### src/include/dataflow_consts.svh
`ifndef DATAFLOW_CONSTS_SVH
`define DATAFLOW_CONSTS_SVH

// bus and register width
`define DATA_WIDTH 8
`define FLAG_COUNT 21
// value of an undriven bus
`define PRECHARGE_VALUE 8'hFF

// data bus sources
`define SET_DB_TO_DATA 0
`define SET_DB_TO_ACC 1
`define SET_DB_TO_ALU 2
// special bus sources
`define SET_SB_TO_X 3
`define SET_SB_TO_ACC 4
`define SET_SB_TO_ADH 5
`define SET_SB_TO_DB 6
// address high bus sources
`define SET_ADH_TO_DATA 7
`define SET_ADH_FF 8
`define SET_ADH_TO_SB 9
// address low bus sources
`define SET_ADL_TO_DB 10
`define SET_ADL_TO_SB 11
// register load enables
`define LOAD_X 12
`define LOAD_ACC 13
`define LOAD_ABH 14
`define LOAD_ABL 15
// alu operation select, priority order
`define ALU_SUM 16
`define ALU_AND 17
`define ALU_OR 18
`define ALU_XOR 19
`define ALU_CARRY_IN 20

`endif

### src/source/dataflowPkg.sv
`include "dataflow_consts.svh"

package dataflowPkg;

  // one byte on any internal bus
  typedef logic [`DATA_WIDTH-1:0] busByteT;

  // control flags, one bit per flag index
  typedef logic [`FLAG_COUNT-1:0] flagVecT;

  // alu operation after priority decode
  typedef enum logic [2:0] {
    NONE,
    SUM,
    AND,
    OR,
    XOR
  } aluOpT;

endpackage

### src/source/interruptPkg.sv
package interruptPkg;

  // acknowledgement state machine
  typedef enum logic [1:0] {
    RESET_PENDING,
    IDLE,
    NMI_PENDING,
    IRQ_PENDING
  } injStateT;

  // kind of request waiting for the next ack
  typedef logic [1:0] intKindT;

  localparam intKindT KIND_NONE = 2'd0;
  localparam intKindT KIND_RESET = 2'd1;
  localparam intKindT KIND_NMI = 2'd2;
  localparam intKindT KIND_IRQ = 2'd3;

endpackage

### src/source/internalBus.sv
`timescale 1ns/1ps

`include "dataflow_consts.svh"

module internalBus
  import dataflowPkg::*;
(
  input  flagVecT flags,
  input  busByteT extData,
  input  busByteT xReg,
  input  busByteT accReg,
  input  busByteT aluHold,
  output busByteT dataBus,
  output busByteT specialBus,
  output busByteT addrHighBus,
  output busByteT addrLowBus
);

  // special bus value from its non-adh sources
  busByteT sbCore;
  logic sbFromAdh;
  logic adhFromSb;
  logic routeLoop;

  // data bus, lowest flag index wins
  always_comb begin
    if (flags[`SET_DB_TO_DATA]) dataBus = extData;
    else if (flags[`SET_DB_TO_ACC]) dataBus = accReg;
    else if (flags[`SET_DB_TO_ALU]) dataBus = aluHold;
    else dataBus = `PRECHARGE_VALUE;
  end

  // winning source checks for the sb/adh pair
  assign sbFromAdh = flags[`SET_SB_TO_ADH] & ~flags[`SET_SB_TO_X] & ~flags[`SET_SB_TO_ACC];
  assign adhFromSb = flags[`SET_ADH_TO_SB] & ~flags[`SET_ADH_TO_DATA] & ~flags[`SET_ADH_FF];
  // each bus fed from the other, no real driver
  assign routeLoop = sbFromAdh & adhFromSb;

  // sb without the adh path
  // when sbFromAdh wins this value is never used
  always_comb begin
    if (flags[`SET_SB_TO_X]) sbCore = xReg;
    else if (flags[`SET_SB_TO_ACC]) sbCore = accReg;
    else if (flags[`SET_SB_TO_DB]) sbCore = dataBus;
    else sbCore = `PRECHARGE_VALUE;
  end

  // address high bus
  always_comb begin
    if (flags[`SET_ADH_TO_DATA]) addrHighBus = extData;
    else if (flags[`SET_ADH_FF]) addrHighBus = 8'hFF;
    // loop resolves to precharge
    else if (adhFromSb) addrHighBus = routeLoop ? `PRECHARGE_VALUE : sbCore;
    else addrHighBus = `PRECHARGE_VALUE;
  end

  assign specialBus = sbFromAdh ? addrHighBus : sbCore;

  // address low bus
  always_comb begin
    if (flags[`SET_ADL_TO_DB]) addrLowBus = dataBus;
    else if (flags[`SET_ADL_TO_SB]) addrLowBus = specialBus;
    else addrLowBus = `PRECHARGE_VALUE;
  end

endmodule

### src/source/registerBlock.sv
`timescale 1ns/1ps

`include "dataflow_consts.svh"

module registerBlock
  import dataflowPkg::*;
(
  input  logic hwclk,
  input  logic rstN,
  input  flagVecT flags,
  input  busByteT dataBus,
  input  busByteT specialBus,
  input  busByteT addrHighBus,
  input  busByteT addrLowBus,
  output busByteT xReg,
  output busByteT accReg,
  output busByteT abh,
  output busByteT abl,
  output busByteT dor
);

  // index register
  always_ff @(posedge hwclk or negedge rstN) begin
    if (!rstN) begin
      xReg <= '0;
    end else if (flags[`LOAD_X]) begin
      xReg <= specialBus;
    end
  end

  // accumulator, also from sb
  always_ff @(posedge hwclk or negedge rstN) begin
    if (!rstN) begin
      accReg <= '0;
    end else if (flags[`LOAD_ACC]) begin
      accReg <= specialBus;
    end
  end

  // address bus high register
  always_ff @(posedge hwclk or negedge rstN) begin
    if (!rstN) begin
      abh <= '0;
    end else if (flags[`LOAD_ABH]) begin
      abh <= addrHighBus;
    end
  end

  // address bus low register
  always_ff @(posedge hwclk or negedge rstN) begin
    if (!rstN) begin
      abl <= '0;
    end else if (flags[`LOAD_ABL]) begin
      abl <= addrLowBus;
    end
  end

  // data output register
  // follows db unless db is reading external data
  always_ff @(posedge hwclk or negedge rstN) begin
    if (!rstN) begin
      dor <= '0;
    end else if (!flags[`SET_DB_TO_DATA]) begin
      dor <= dataBus;
    end
  end

endmodule

### src/source/alu.sv
`timescale 1ns/1ps

`include "dataflow_consts.svh"

module alu
  import dataflowPkg::*;
(
  input  logic hwclk,
  input  logic rstN,
  input  flagVecT flags,
  input  busByteT specialBus,
  input  busByteT dataBus,
  output busByteT aluHold,
  output logic carry
);

  aluOpT aluOp;
  busByteT result;
  logic carryOut;
  // sum with carry out in the top bit
  logic [`DATA_WIDTH:0] sumWide;

  // priority decode, sum first
  always_comb begin
    if (flags[`ALU_SUM]) aluOp = SUM;
    else if (flags[`ALU_AND]) aluOp = AND;
    else if (flags[`ALU_OR]) aluOp = OR;
    else if (flags[`ALU_XOR]) aluOp = XOR;
    else aluOp = NONE;
  end

  assign sumWide = {1'b0, specialBus} + {1'b0, dataBus}
    + {{`DATA_WIDTH{1'b0}}, flags[`ALU_CARRY_IN]};

  // logic ops clear the carry
  always_comb begin
    result = aluHold;
    carryOut = carry;
    case (aluOp)
      SUM: begin
        result = sumWide[`DATA_WIDTH-1:0];
        carryOut = sumWide[`DATA_WIDTH];
      end
      AND: begin
        result = specialBus & dataBus;
        carryOut = 1'b0;
      end
      OR: begin
        result = specialBus | dataBus;
        carryOut = 1'b0;
      end
      XOR: begin
        result = specialBus ^ dataBus;
        carryOut = 1'b0;
      end
      default: begin
        // hold on no operation
        result = aluHold;
        carryOut = carry;
      end
    endcase
  end

  // hold register, result visible on db next cycle
  always_ff @(posedge hwclk or negedge rstN) begin
    if (!rstN) begin
      aluHold <= '0;
      carry <= 1'b0;
    end else begin
      aluHold <= result;
      carry <= carryOut;
    end
  end

endmodule

### src/source/internalDataflow.sv
`timescale 1ns/1ps

`include "dataflow_consts.svh"

module internalDataflow
  import dataflowPkg::*;
(
  input  logic hwclk,
  input  logic rstN,
  input  flagVecT flags,
  input  busByteT externalDBRead,
  output busByteT externalAddressBusHighOutput,
  output busByteT externalAddressBusLowOutput,
  output busByteT externalDBWrite,
  output logic carry,
  output logic accSign
);

  // the four shared buses
  busByteT dataBus;
  busByteT specialBus;
  busByteT addrHighBus;
  busByteT addrLowBus;

  // register and alu values fed back to the arbiter
  busByteT xReg;
  busByteT accReg;
  busByteT aluHold;

  internalBus busArbiter (
    .flags(flags),
    .extData(externalDBRead),
    .xReg(xReg),
    .accReg(accReg),
    .aluHold(aluHold),
    .dataBus(dataBus),
    .specialBus(specialBus),
    .addrHighBus(addrHighBus),
    .addrLowBus(addrLowBus)
  );

  registerBlock registers (
    .hwclk(hwclk),
    .rstN(rstN),
    .flags(flags),
    .dataBus(dataBus),
    .specialBus(specialBus),
    .addrHighBus(addrHighBus),
    .addrLowBus(addrLowBus),
    .xReg(xReg),
    .accReg(accReg),
    .abh(externalAddressBusHighOutput),
    .abl(externalAddressBusLowOutput),
    .dor(externalDBWrite)
  );

  // alu takes sb and db
  alu aluUnit (
    .hwclk(hwclk),
    .rstN(rstN),
    .flags(flags),
    .specialBus(specialBus),
    .dataBus(dataBus),
    .aluHold(aluHold),
    .carry(carry)
  );

  // negative flag source
  assign accSign = accReg[`DATA_WIDTH-1];

endmodule

### src/source/interruptInjector.sv
`timescale 1ns/1ps

module interruptInjector
  import interruptPkg::*;
(
  input  logic hwclk,
  input  logic rstN,
  input  logic nonMaskableInterrupt,
  input  logic interruptRequest,
  input  logic processStatusRegIFlag,
  input  logic interruptAcknowledged,
  output logic irqGenerated,
  output logic nmiGenerated,
  output logic nmiRunning,
  output logic resetRunning
);

  injStateT state;
  injStateT nextState;
  intKindT pendingKind;
  // last sampled nmi level for edge detect
  logic nmiPrev;
  logic nmiEdge;
  logic takeNmi;

  // irq masked by the i flag, any state
  assign irqGenerated = interruptRequest & ~processStatusRegIFlag;
  assign resetRunning = (state == RESET_PENDING);
  assign nmiEdge = nonMaskableInterrupt & ~nmiPrev;

  // which request the next ack serves
  always_comb begin
    if (state == RESET_PENDING) pendingKind = KIND_RESET;
    else if (state != IDLE) pendingKind = KIND_NONE;
    else if (nmiGenerated) pendingKind = KIND_NMI;
    else if (irqGenerated) pendingKind = KIND_IRQ;
    else pendingKind = KIND_NONE;
  end

  // ack moves forward one step
  always_comb begin
    nextState = state;
    if (interruptAcknowledged) begin
      case (state)
        RESET_PENDING: nextState = IDLE;
        IDLE: begin
          if (pendingKind == KIND_NMI) nextState = NMI_PENDING;
          else if (pendingKind == KIND_IRQ) nextState = IRQ_PENDING;
        end
        default: nextState = IDLE;
      endcase
    end
  end

  assign takeNmi = interruptAcknowledged & (pendingKind == KIND_NMI);

  always_ff @(posedge hwclk or negedge rstN) begin
    if (!rstN) begin
      state <= RESET_PENDING;
      nmiPrev <= 1'b0;
      nmiGenerated <= 1'b0;
      nmiRunning <= 1'b0;
    end else begin
      state <= nextState;
      nmiPrev <= nonMaskableInterrupt;
      // new edge wins over a same-cycle clear
      if (nmiEdge) nmiGenerated <= 1'b1;
      else if (takeNmi) nmiGenerated <= 1'b0;
      // running from nmi ack until the closing ack
      if (takeNmi) begin
        nmiRunning <= 1'b1;
      end else if (interruptAcknowledged && (state == NMI_PENDING || state == IRQ_PENDING)) begin
        nmiRunning <= 1'b0;
      end
    end
  end

endmodule

### src/source/top.sv
`timescale 1ns/1ps

`include "dataflow_consts.svh"

module top
  import dataflowPkg::*;
(
  input  logic hwclk,
  input  logic rstN,
  input  logic [`FLAG_COUNT-1:0] pb,
  input  busByteT rxdata,
  input  logic nmi,
  input  logic irq,
  input  logic iFlag,
  input  logic ack,
  output busByteT left,
  output busByteT right,
  output busByteT txdata,
  output logic red,
  output logic green,
  output logic blue,
  output logic irqGenerated,
  output logic nmiGenerated,
  output logic nmiRunning
);

  flagVecT flags;

  // one button per flag, same index
  always_comb begin
    flags = '0;
    flags[`SET_DB_TO_DATA] = pb[`SET_DB_TO_DATA];
    flags[`SET_DB_TO_ACC] = pb[`SET_DB_TO_ACC];
    flags[`SET_DB_TO_ALU] = pb[`SET_DB_TO_ALU];
    flags[`SET_SB_TO_X] = pb[`SET_SB_TO_X];
    flags[`SET_SB_TO_ACC] = pb[`SET_SB_TO_ACC];
    flags[`SET_SB_TO_ADH] = pb[`SET_SB_TO_ADH];
    flags[`SET_SB_TO_DB] = pb[`SET_SB_TO_DB];
    flags[`SET_ADH_TO_DATA] = pb[`SET_ADH_TO_DATA];
    flags[`SET_ADH_FF] = pb[`SET_ADH_FF];
    flags[`SET_ADH_TO_SB] = pb[`SET_ADH_TO_SB];
    flags[`SET_ADL_TO_DB] = pb[`SET_ADL_TO_DB];
    flags[`SET_ADL_TO_SB] = pb[`SET_ADL_TO_SB];
    flags[`LOAD_X] = pb[`LOAD_X];
    flags[`LOAD_ACC] = pb[`LOAD_ACC];
    flags[`LOAD_ABH] = pb[`LOAD_ABH];
    flags[`LOAD_ABL] = pb[`LOAD_ABL];
    flags[`ALU_SUM] = pb[`ALU_SUM];
    flags[`ALU_AND] = pb[`ALU_AND];
    flags[`ALU_OR] = pb[`ALU_OR];
    flags[`ALU_XOR] = pb[`ALU_XOR];
    flags[`ALU_CARRY_IN] = pb[`ALU_CARRY_IN];
  end

  // address registers on the leds, dor on uart tx
  internalDataflow dataflow (
    .hwclk(hwclk),
    .rstN(rstN),
    .flags(flags),
    .externalDBRead(rxdata),
    .externalAddressBusHighOutput(left),
    .externalAddressBusLowOutput(right),
    .externalDBWrite(txdata),
    .carry(red),
    .accSign(green)
  );

  interruptInjector injector (
    .hwclk(hwclk),
    .rstN(rstN),
    .nonMaskableInterrupt(nmi),
    .interruptRequest(irq),
    .processStatusRegIFlag(iFlag),
    .interruptAcknowledged(ack),
    .irqGenerated(irqGenerated),
    .nmiGenerated(nmiGenerated),
    .nmiRunning(nmiRunning),
    .resetRunning(blue)
  );

endmodule

### config.mk
export PLATFORM = sky130hd
export DESIGN_NAME = top
export DESIGN_NICKNAME = d
export VERILOG_FILES = /design/src/source/dataflowPkg.sv /design/src/source/interruptPkg.sv /design/src/source/internalBus.sv /design/src/source/registerBlock.sv /design/src/source/alu.sv /design/src/source/internalDataflow.sv /design/src/source/interruptInjector.sv /design/src/source/top.sv
export VERILOG_INCLUDE_DIRS = /design/src /design/src/include
export SDC_FILE = /design/constraint.sdc
export NUM_CORES = 1
export LEC_CHECK = 0
export ABC_CLOCK_PERIOD_IN_PS = 4000
export BUFFER_PORTS_ARGS = -buffer_cell sky130_fd_sc_hd__buf_4
export CAP_MARGIN = 5
export CORE_ASPECT_RATIO = 0.8
export CORE_MARGIN = 3
export CORE_UTILIZATION = 40
export DETAILED_ROUTE_END_ITERATION = 6
export GPL_TIMING_DRIVEN = 1
export PLACE_DENSITY = 0.7
export SLEW_MARGIN = 20
export SYNTH_ARGS = -nofsm -noshare
export SYNTH_HDL_FRONTEND = slang
export SYNTH_SLANG_ARGS = --single-unit
export TNS_END_PERCENT = 5
### constraint.sdc
create_clock -name hwclk -period 4 [get_ports hwclk]
set_clock_uncertainty 0.05 [all_clocks]
set_input_delay 0.8 -clock hwclk [delete_from_list [all_inputs] [get_ports hwclk]]
set_output_delay 0.8 -clock hwclk [all_outputs]
set_load 0.1 [all_outputs]
After elaboration in Yosys (flattened, before gate mapping)

Cells that the tools add are included.

Word-level logic and storage cells: 80
Output and inout bits: 30
Input port bits: 35
Register bits: 54

Muxes and demuxes: 30
$add $sub $neg: 2
Bitwise operators: 17
Equality and inequality tests: 11
Reduce and logical (&&, ||, !) cells: 9

Operators with widths:

| operator           | count |
|---|---|
| $mux 8             | 13 |
| $pmux 8 s4         | 1 |
| $mux 2             | 7 |
| $mux 3             | 4 |
| $add 8x8->9        | 1 |
| $add 9x1->9        | 1 |
| $and 1x1->1        | 8 |
| $and 8x8->8        | 1 |
| $eq 2x2->1 const B | 4 |
| $or 8x8->8         | 1 |
| $xor 8x8->8        | 1 |
| $eq 3x2->1 const B | 2 |
| $not 1->1          | 6 |
| $reduce_bool 2->1  | 3 |
| $mux 1             | 4 |
| $reduce_bool 4->1  | 1 |
| $eq 3x1->1 const B | 1 |
| $eq 3x3->1 const B | 1 |
| $ne 3x1->1 const B | 1 |
| $reduce_or 3->1    | 1 |
| $eq 2x1->1 const B | 1 |
| $logic_not 2->1    | 1 |
| $ne 2x1->1 const B | 1 |
| $pmux 1 s2         | 1 |
| other kinds (3)    | 3 |

Logic depth before layout (Yosys ltp)

Depth after elaboration: 14
Mapped depth: 13
Gate-level depth less buffers: 11

Cells and area by module

Synthesis repeated with hierarchy kept, for this count alone.

Cell total of the unflattened synthesis: 375
Area total of the unflattened synthesis: 3,978.8 µm²

Modules (own cells, without submodules):

| module            | area each (µm²) | cells each | instances |
|---|---|---|---|
| registerBlock     | 1,657.8         | 85         | 1 |
| alu               | 1,099.8         | 141        | 1 |
| internalBus       | 1,009.7         | 130        | 1 |
| interruptInjector | 211.5           | 19         | 1 |

Worst setup path before layout

Ideal clock, no wire load.

Path kind: input-to-reg
Start point: in pb[1]
End point: reg dataflow.aluUnit.carry
Required time: 3.821 ns
Path buffers: 1
Cell stages on the path: 12
Slack: 0.254 ns
Arrival time: 3.567 ns
Path through: buf_6 > or3b_4 > a311oi_2 > o31a_2 > fa_1 > inv_1 > fa_1 > a21o_1 > a311o_1 > a21oi_1 > nor2b_1 > o41a_1

Word-level cells in the longest chain between the ends: 13

RTL lines:

| element                | RTL line          | text |
|---|---|---|
| start: declaration     | top.sv:10         | `` input logic [`FLAG_COUNT-1:0] pb, `` |
| $mux 8 (*)             | internalBus.sv:28 | `` else if (flags[`SET_DB_TO_ACC]) dataBus = accReg; `` |
| $mux 8 (*)             | internalBus.sv:27 | `` if (flags[`SET_DB_TO_DATA]) dataBus = extData; `` |
| $mux 8                 | internalBus.sv:44 | `` else if (flags[`SET_SB_TO_DB]) sbCore = dataBus; `` |
| $mux 8                 | internalBus.sv:43 | `` else if (flags[`SET_SB_TO_ACC]) sbCore = accReg; `` |
| $mux 8                 | internalBus.sv:42 | `` if (flags[`SET_SB_TO_X]) sbCore = xReg; `` |
| $mux 8 (2 in a row)    | internalBus.sv:53 | `` else if (adhFromSb) addrHighBus = routeLoop ? `PRECHARGE_VALUE : sbCore; `` |
| $mux 8                 | internalBus.sv:51 | `` else if (flags[`SET_ADH_FF]) addrHighBus = 8'hFF; `` |
| $mux 8                 | internalBus.sv:50 | `` if (flags[`SET_ADH_TO_DATA]) addrHighBus = extData; `` |
| $mux 8                 | internalBus.sv:57 | `assign specialBus = sbFromAdh ? addrHighBus : sbCore;` |
| $add 8x8->9 (*)        | alu.sv:32         | `assign sumWide = {1'b0, specialBus} + {1'b0, dataBus}` |
| $add 9x1->9 (*)        | alu.sv:32         |  |
| $pmux 1 s2 (*)         | alu.sv:39         | `case (aluOp)` |
| end signal: assignment | alu.sv:71         | `carry <= carryOut;` |
| end: declaration       | alu.sv:14         | `output logic carry` |

Mark *: on every way between the ends. The rest lies on a longest branch, timed or not.
A chain may end at the register's enable or synchronous reset.

Worst setup path in the final report

Ends and elaborated chain as after synthesis.

==> summary.txt <==
Clock tree
  • Post-CTS sizing: 0
  • Post CTS Setup Buffer Count: 0
  • CTS Root Cell: clkbuf_8
  • # clock sinks: 54
  • Maximum clock insertion buffer count: 2
  • Num CTS Buffers: 5
  • Clock Latency Late Sink: 320 ps
  • Clock-pin slew on the worst setup and hold paths: 110 ps
  • CTS tree: built
  • H-tree levels: 2
  • Hold-fix buffers, CTS: 0

Yosys
  • Synth Cell Area: 0.003542 mm²
  • Post-synthesis compound-gate area fraction: 26.85%
  • Largest area contributor in the netlist: dfrtp_1
  • Most used flip-flop cell after synthesis: dfrtp_1
  • XOR/XNOR Fraction of Synth Area: 0.7418%
  • Yosys warns: 0
  • Yosys top cell area share: 38.15%
  • Seq/Total Area, Yosys: 38.15%
  • Cell count after synthesis: 408
  • Combinational family with the most area after synthesis: compound AO/OA/AOI/OAI gates
  • Post-Synth Adder-Cell Area: 6.782%
  • FF+latch count, synth: 54
  • Simple-gate share of the synthesized area: 18.62%
  • Mux cell area share after synthesis: 2.967%
  • Asr flop ratio synth: 100.0%
  • Top cells by area, synth: dfrtp_1, ha_1, a21oi_1
  • Syn Area/Cell: 8.682 µm²
  • Syn Nets: 461
  • Number of flops mapped to enable cells by yosys: 0
  • Post-synthesis cell type count: 46

STA
  • Max Slew Vio Count: 0
  • Worst hold margin: 380.4 ps
  • Post-route minimum period: 3704 ps
  • Setup TNS Final: 0 ps
  • Fin crit share: 92.61%
  • Slew margin rel.: 54.77%
  • Final setup violating endpoints: 0
  • Worst-margin pin slew: 678.5 ps
  • RSZ-0062 raised after global routing: false
  • Final WS setup: 295.6 ps
  • Final hold vios: 0
  • F_max: 269.9 MHz

Floorplan
  • Initial Utilization: 41.39%
  • Core footprint: 0.008558 mm²
  • Row cnt: 30
  • Full die area: 0.01003 mm²
  • Chip height: 90.17 µm
  • IO Pins: 65
  • Chip width: 111.2 µm

Final layout
  • Commonest cells after routing, fill and taps aside: buf_4, dfrtp_1, nand2_1, a21oi_1
  • Number of diodes: 0
  • Layout Nets: 514
  • Commonest non-fill, non-tap cell in the layout: buf_4
  • Ratio of cells with drive above 1 in the final layout: 22.94%
  • Area added between synthesis and finish: 18.47%
  • Fin util: 49.04%
  • Fillers: 824

Critical path
  • Reg2reg start: dataflow.aluUnit.aluHold[0]
  • Reg2Reg Setup Slack: 560 ps
  • Crit path cell chain: buf_4 -> or3b_4 -> a311oi_2 -> o31a_2 -> fa_1 -> inv_1 -> fa_1 -> a21o_1 -> a311o_1 -> a21oi_1 -> nor2b_1 -> o41a_1
  • Critical path type: input port to register
  • Reg2reg path depth: 11
  • CP peak stage delay: 460 ps
  • Arr. time, crit path: 3850 ps
  • Critical path peak fanout: 16
  • Critical path endpoint category: register
  • RR Endpoint: dataflow.aluUnit.carry
  • Worst path most repeated cell: fa_1
  • CP Launch Type: input port
  • Slowest-stage cell, CP: fa_1
  • Worst Path Required: 4150 ps

Route
  • DR iter-0 viols: 357
  • Total number of vias: 3323
  • DRT Pass-1 Iters: 5
  • Post-route DRC: 0
  • DRT Wirelength: 10330 µm
  • Post-DR wirelength/cell: 18.00 µm
  • Post-route antenna net violation count: 0
  • Routed vias/inst: 5.789

GRT
  • Vias in the first global route: 3199
  • Maximum number of pins on one net before global-route repair: 55
  • GR Overflow Total: 0
  • Initial antenna violation count: 0
  • First-pass GRT wire length: 16570 µm
  • Overall routing resource usage: 20.56%

Min path
  • Worst min path class: register to register
  • Min-Delay Endpoint: injector.nmiGenerated
  • Cells on Worst Hold Path: 1
  • Hold path startpoint: injector.nmiPrev

Outcome
  • Status: complete, no violations

Power and ir drop
  • Pwr/cell area: 483.6 mW/mm²
  • Peak supply drop: 0.0003963 V
  • Leakage: 1.847 nW

Place
  • Place WS: -13.96 ps
  • DPL Wire Length: 7919 µm
  • Placer Congestion: 0.9389
  • Number of I/O port buffers: 64

Job
  • Max Cap Violations: 0
-- power breakdown --
part	leakage [nW]	total (mW)	switching, mW	internal (mW)
Clock	0.0418	0.316	0.190	0.126
Sequential	0.608	0.730	0.0841	0.646
Combinational	1.20	0.983	0.694	0.289
Total	1.85	2.03	0.968	1.06
-- worst max-delay path by stage --
stage / cells past startpoint / endpoint / from
3_3_place_gp: 12 / dataflow.aluUnit.carry / pb[1]
3_5_place_dp: 12 / dataflow.aluUnit.carry / pb[1]
6_report: 12 / dataflow.aluUnit.carry / pb[1]
2_1_floorplan: 12 / dataflow.aluUnit.carry / pb[1]
5_1_grt: 12 / dataflow.aluUnit.carry / pb[1]
4_1_cts: 12 / dataflow.aluUnit.carry / pb[1]
-- kinds of logic (layout without fill, tap and decap cells) --
kind of cell    count (synthesis)  after routing
compound gates                141            141
fa+ha+maj                      18             18
mux                             9              9
xor+xnor                        3              3
simple gates                  131            131
flops                          54             54
buf+inv                        52            106
-- critical path, delay by kind of cell --
kind / cells / cell delay (ps)
AOI/OAI and AO/OA: 6 / 1610
adders and majority gates: 2 / 680
and+or+nand+nor: 2 / 500
buffers and inverters: 2 / 240
-- registers in the layout, indices dropped and copies added, names as in the netlist --
name and flops:
injector.nmiGenerated 1, injector.nmiRunning 1, dataflow.registers.xReg 8, dataflow.registers.dor 8
dataflow.registers.accReg 8, dataflow.registers.abh 8, dataflow.aluUnit.carry 1, dataflow.aluUnit.aluHold 8
injector.nmiPrev 1, injector.state 2, dataflow.registers.abl 8
-- layout make-up --
cell class	count	area, µm²	share of cell area [%]
Timing Repair Buffer	71	533.0	12.70
Inverter	27	101.3	2.415
Clock buffer	6	72.57	1.729
Multi-Input combinational cell	302	1982	47.23
Tap cell	112	140.1	3.339
Sequential cell	54	1351	32.20
Clock inverter	2	16.27	0.3876
-- Yosys cell counts (9+ instances only) --
cell	n
a21oi_1	35
a31oi_1	18
and2_1	10
clkbuf_1	15
dfrtp_1	54
ha_1	16
inv_1	27
nand2_1	40
nand3_1	9
nor2_1	33
nor2b_1	13
o21a_1	13
o21ai_0	33
-- per-stage QoR --
step | area (µm²) | instances | total power [mW]
after floorplan | 3542 | 408 | 1.452
after global placement | 4108 | 566 | 1.696
after CTS | 4197 | 574 | 2.033
final | 4197 | 574 | 2.029
after detailed placement | 4108 | 566 | 1.717
after global routing | 4197 | 574 | 2.136
-- per-layer routing --
metal  vias up  routed length [µm]  GRT usage [%]
met5         -                   0              0
met4         0                 330          8.004
met3        28                 862          4.576
met2       152                4574          31.68
met1      1596                4565          28.19
li1       1547                   -              -
Power figures use the tool's default switching activity.
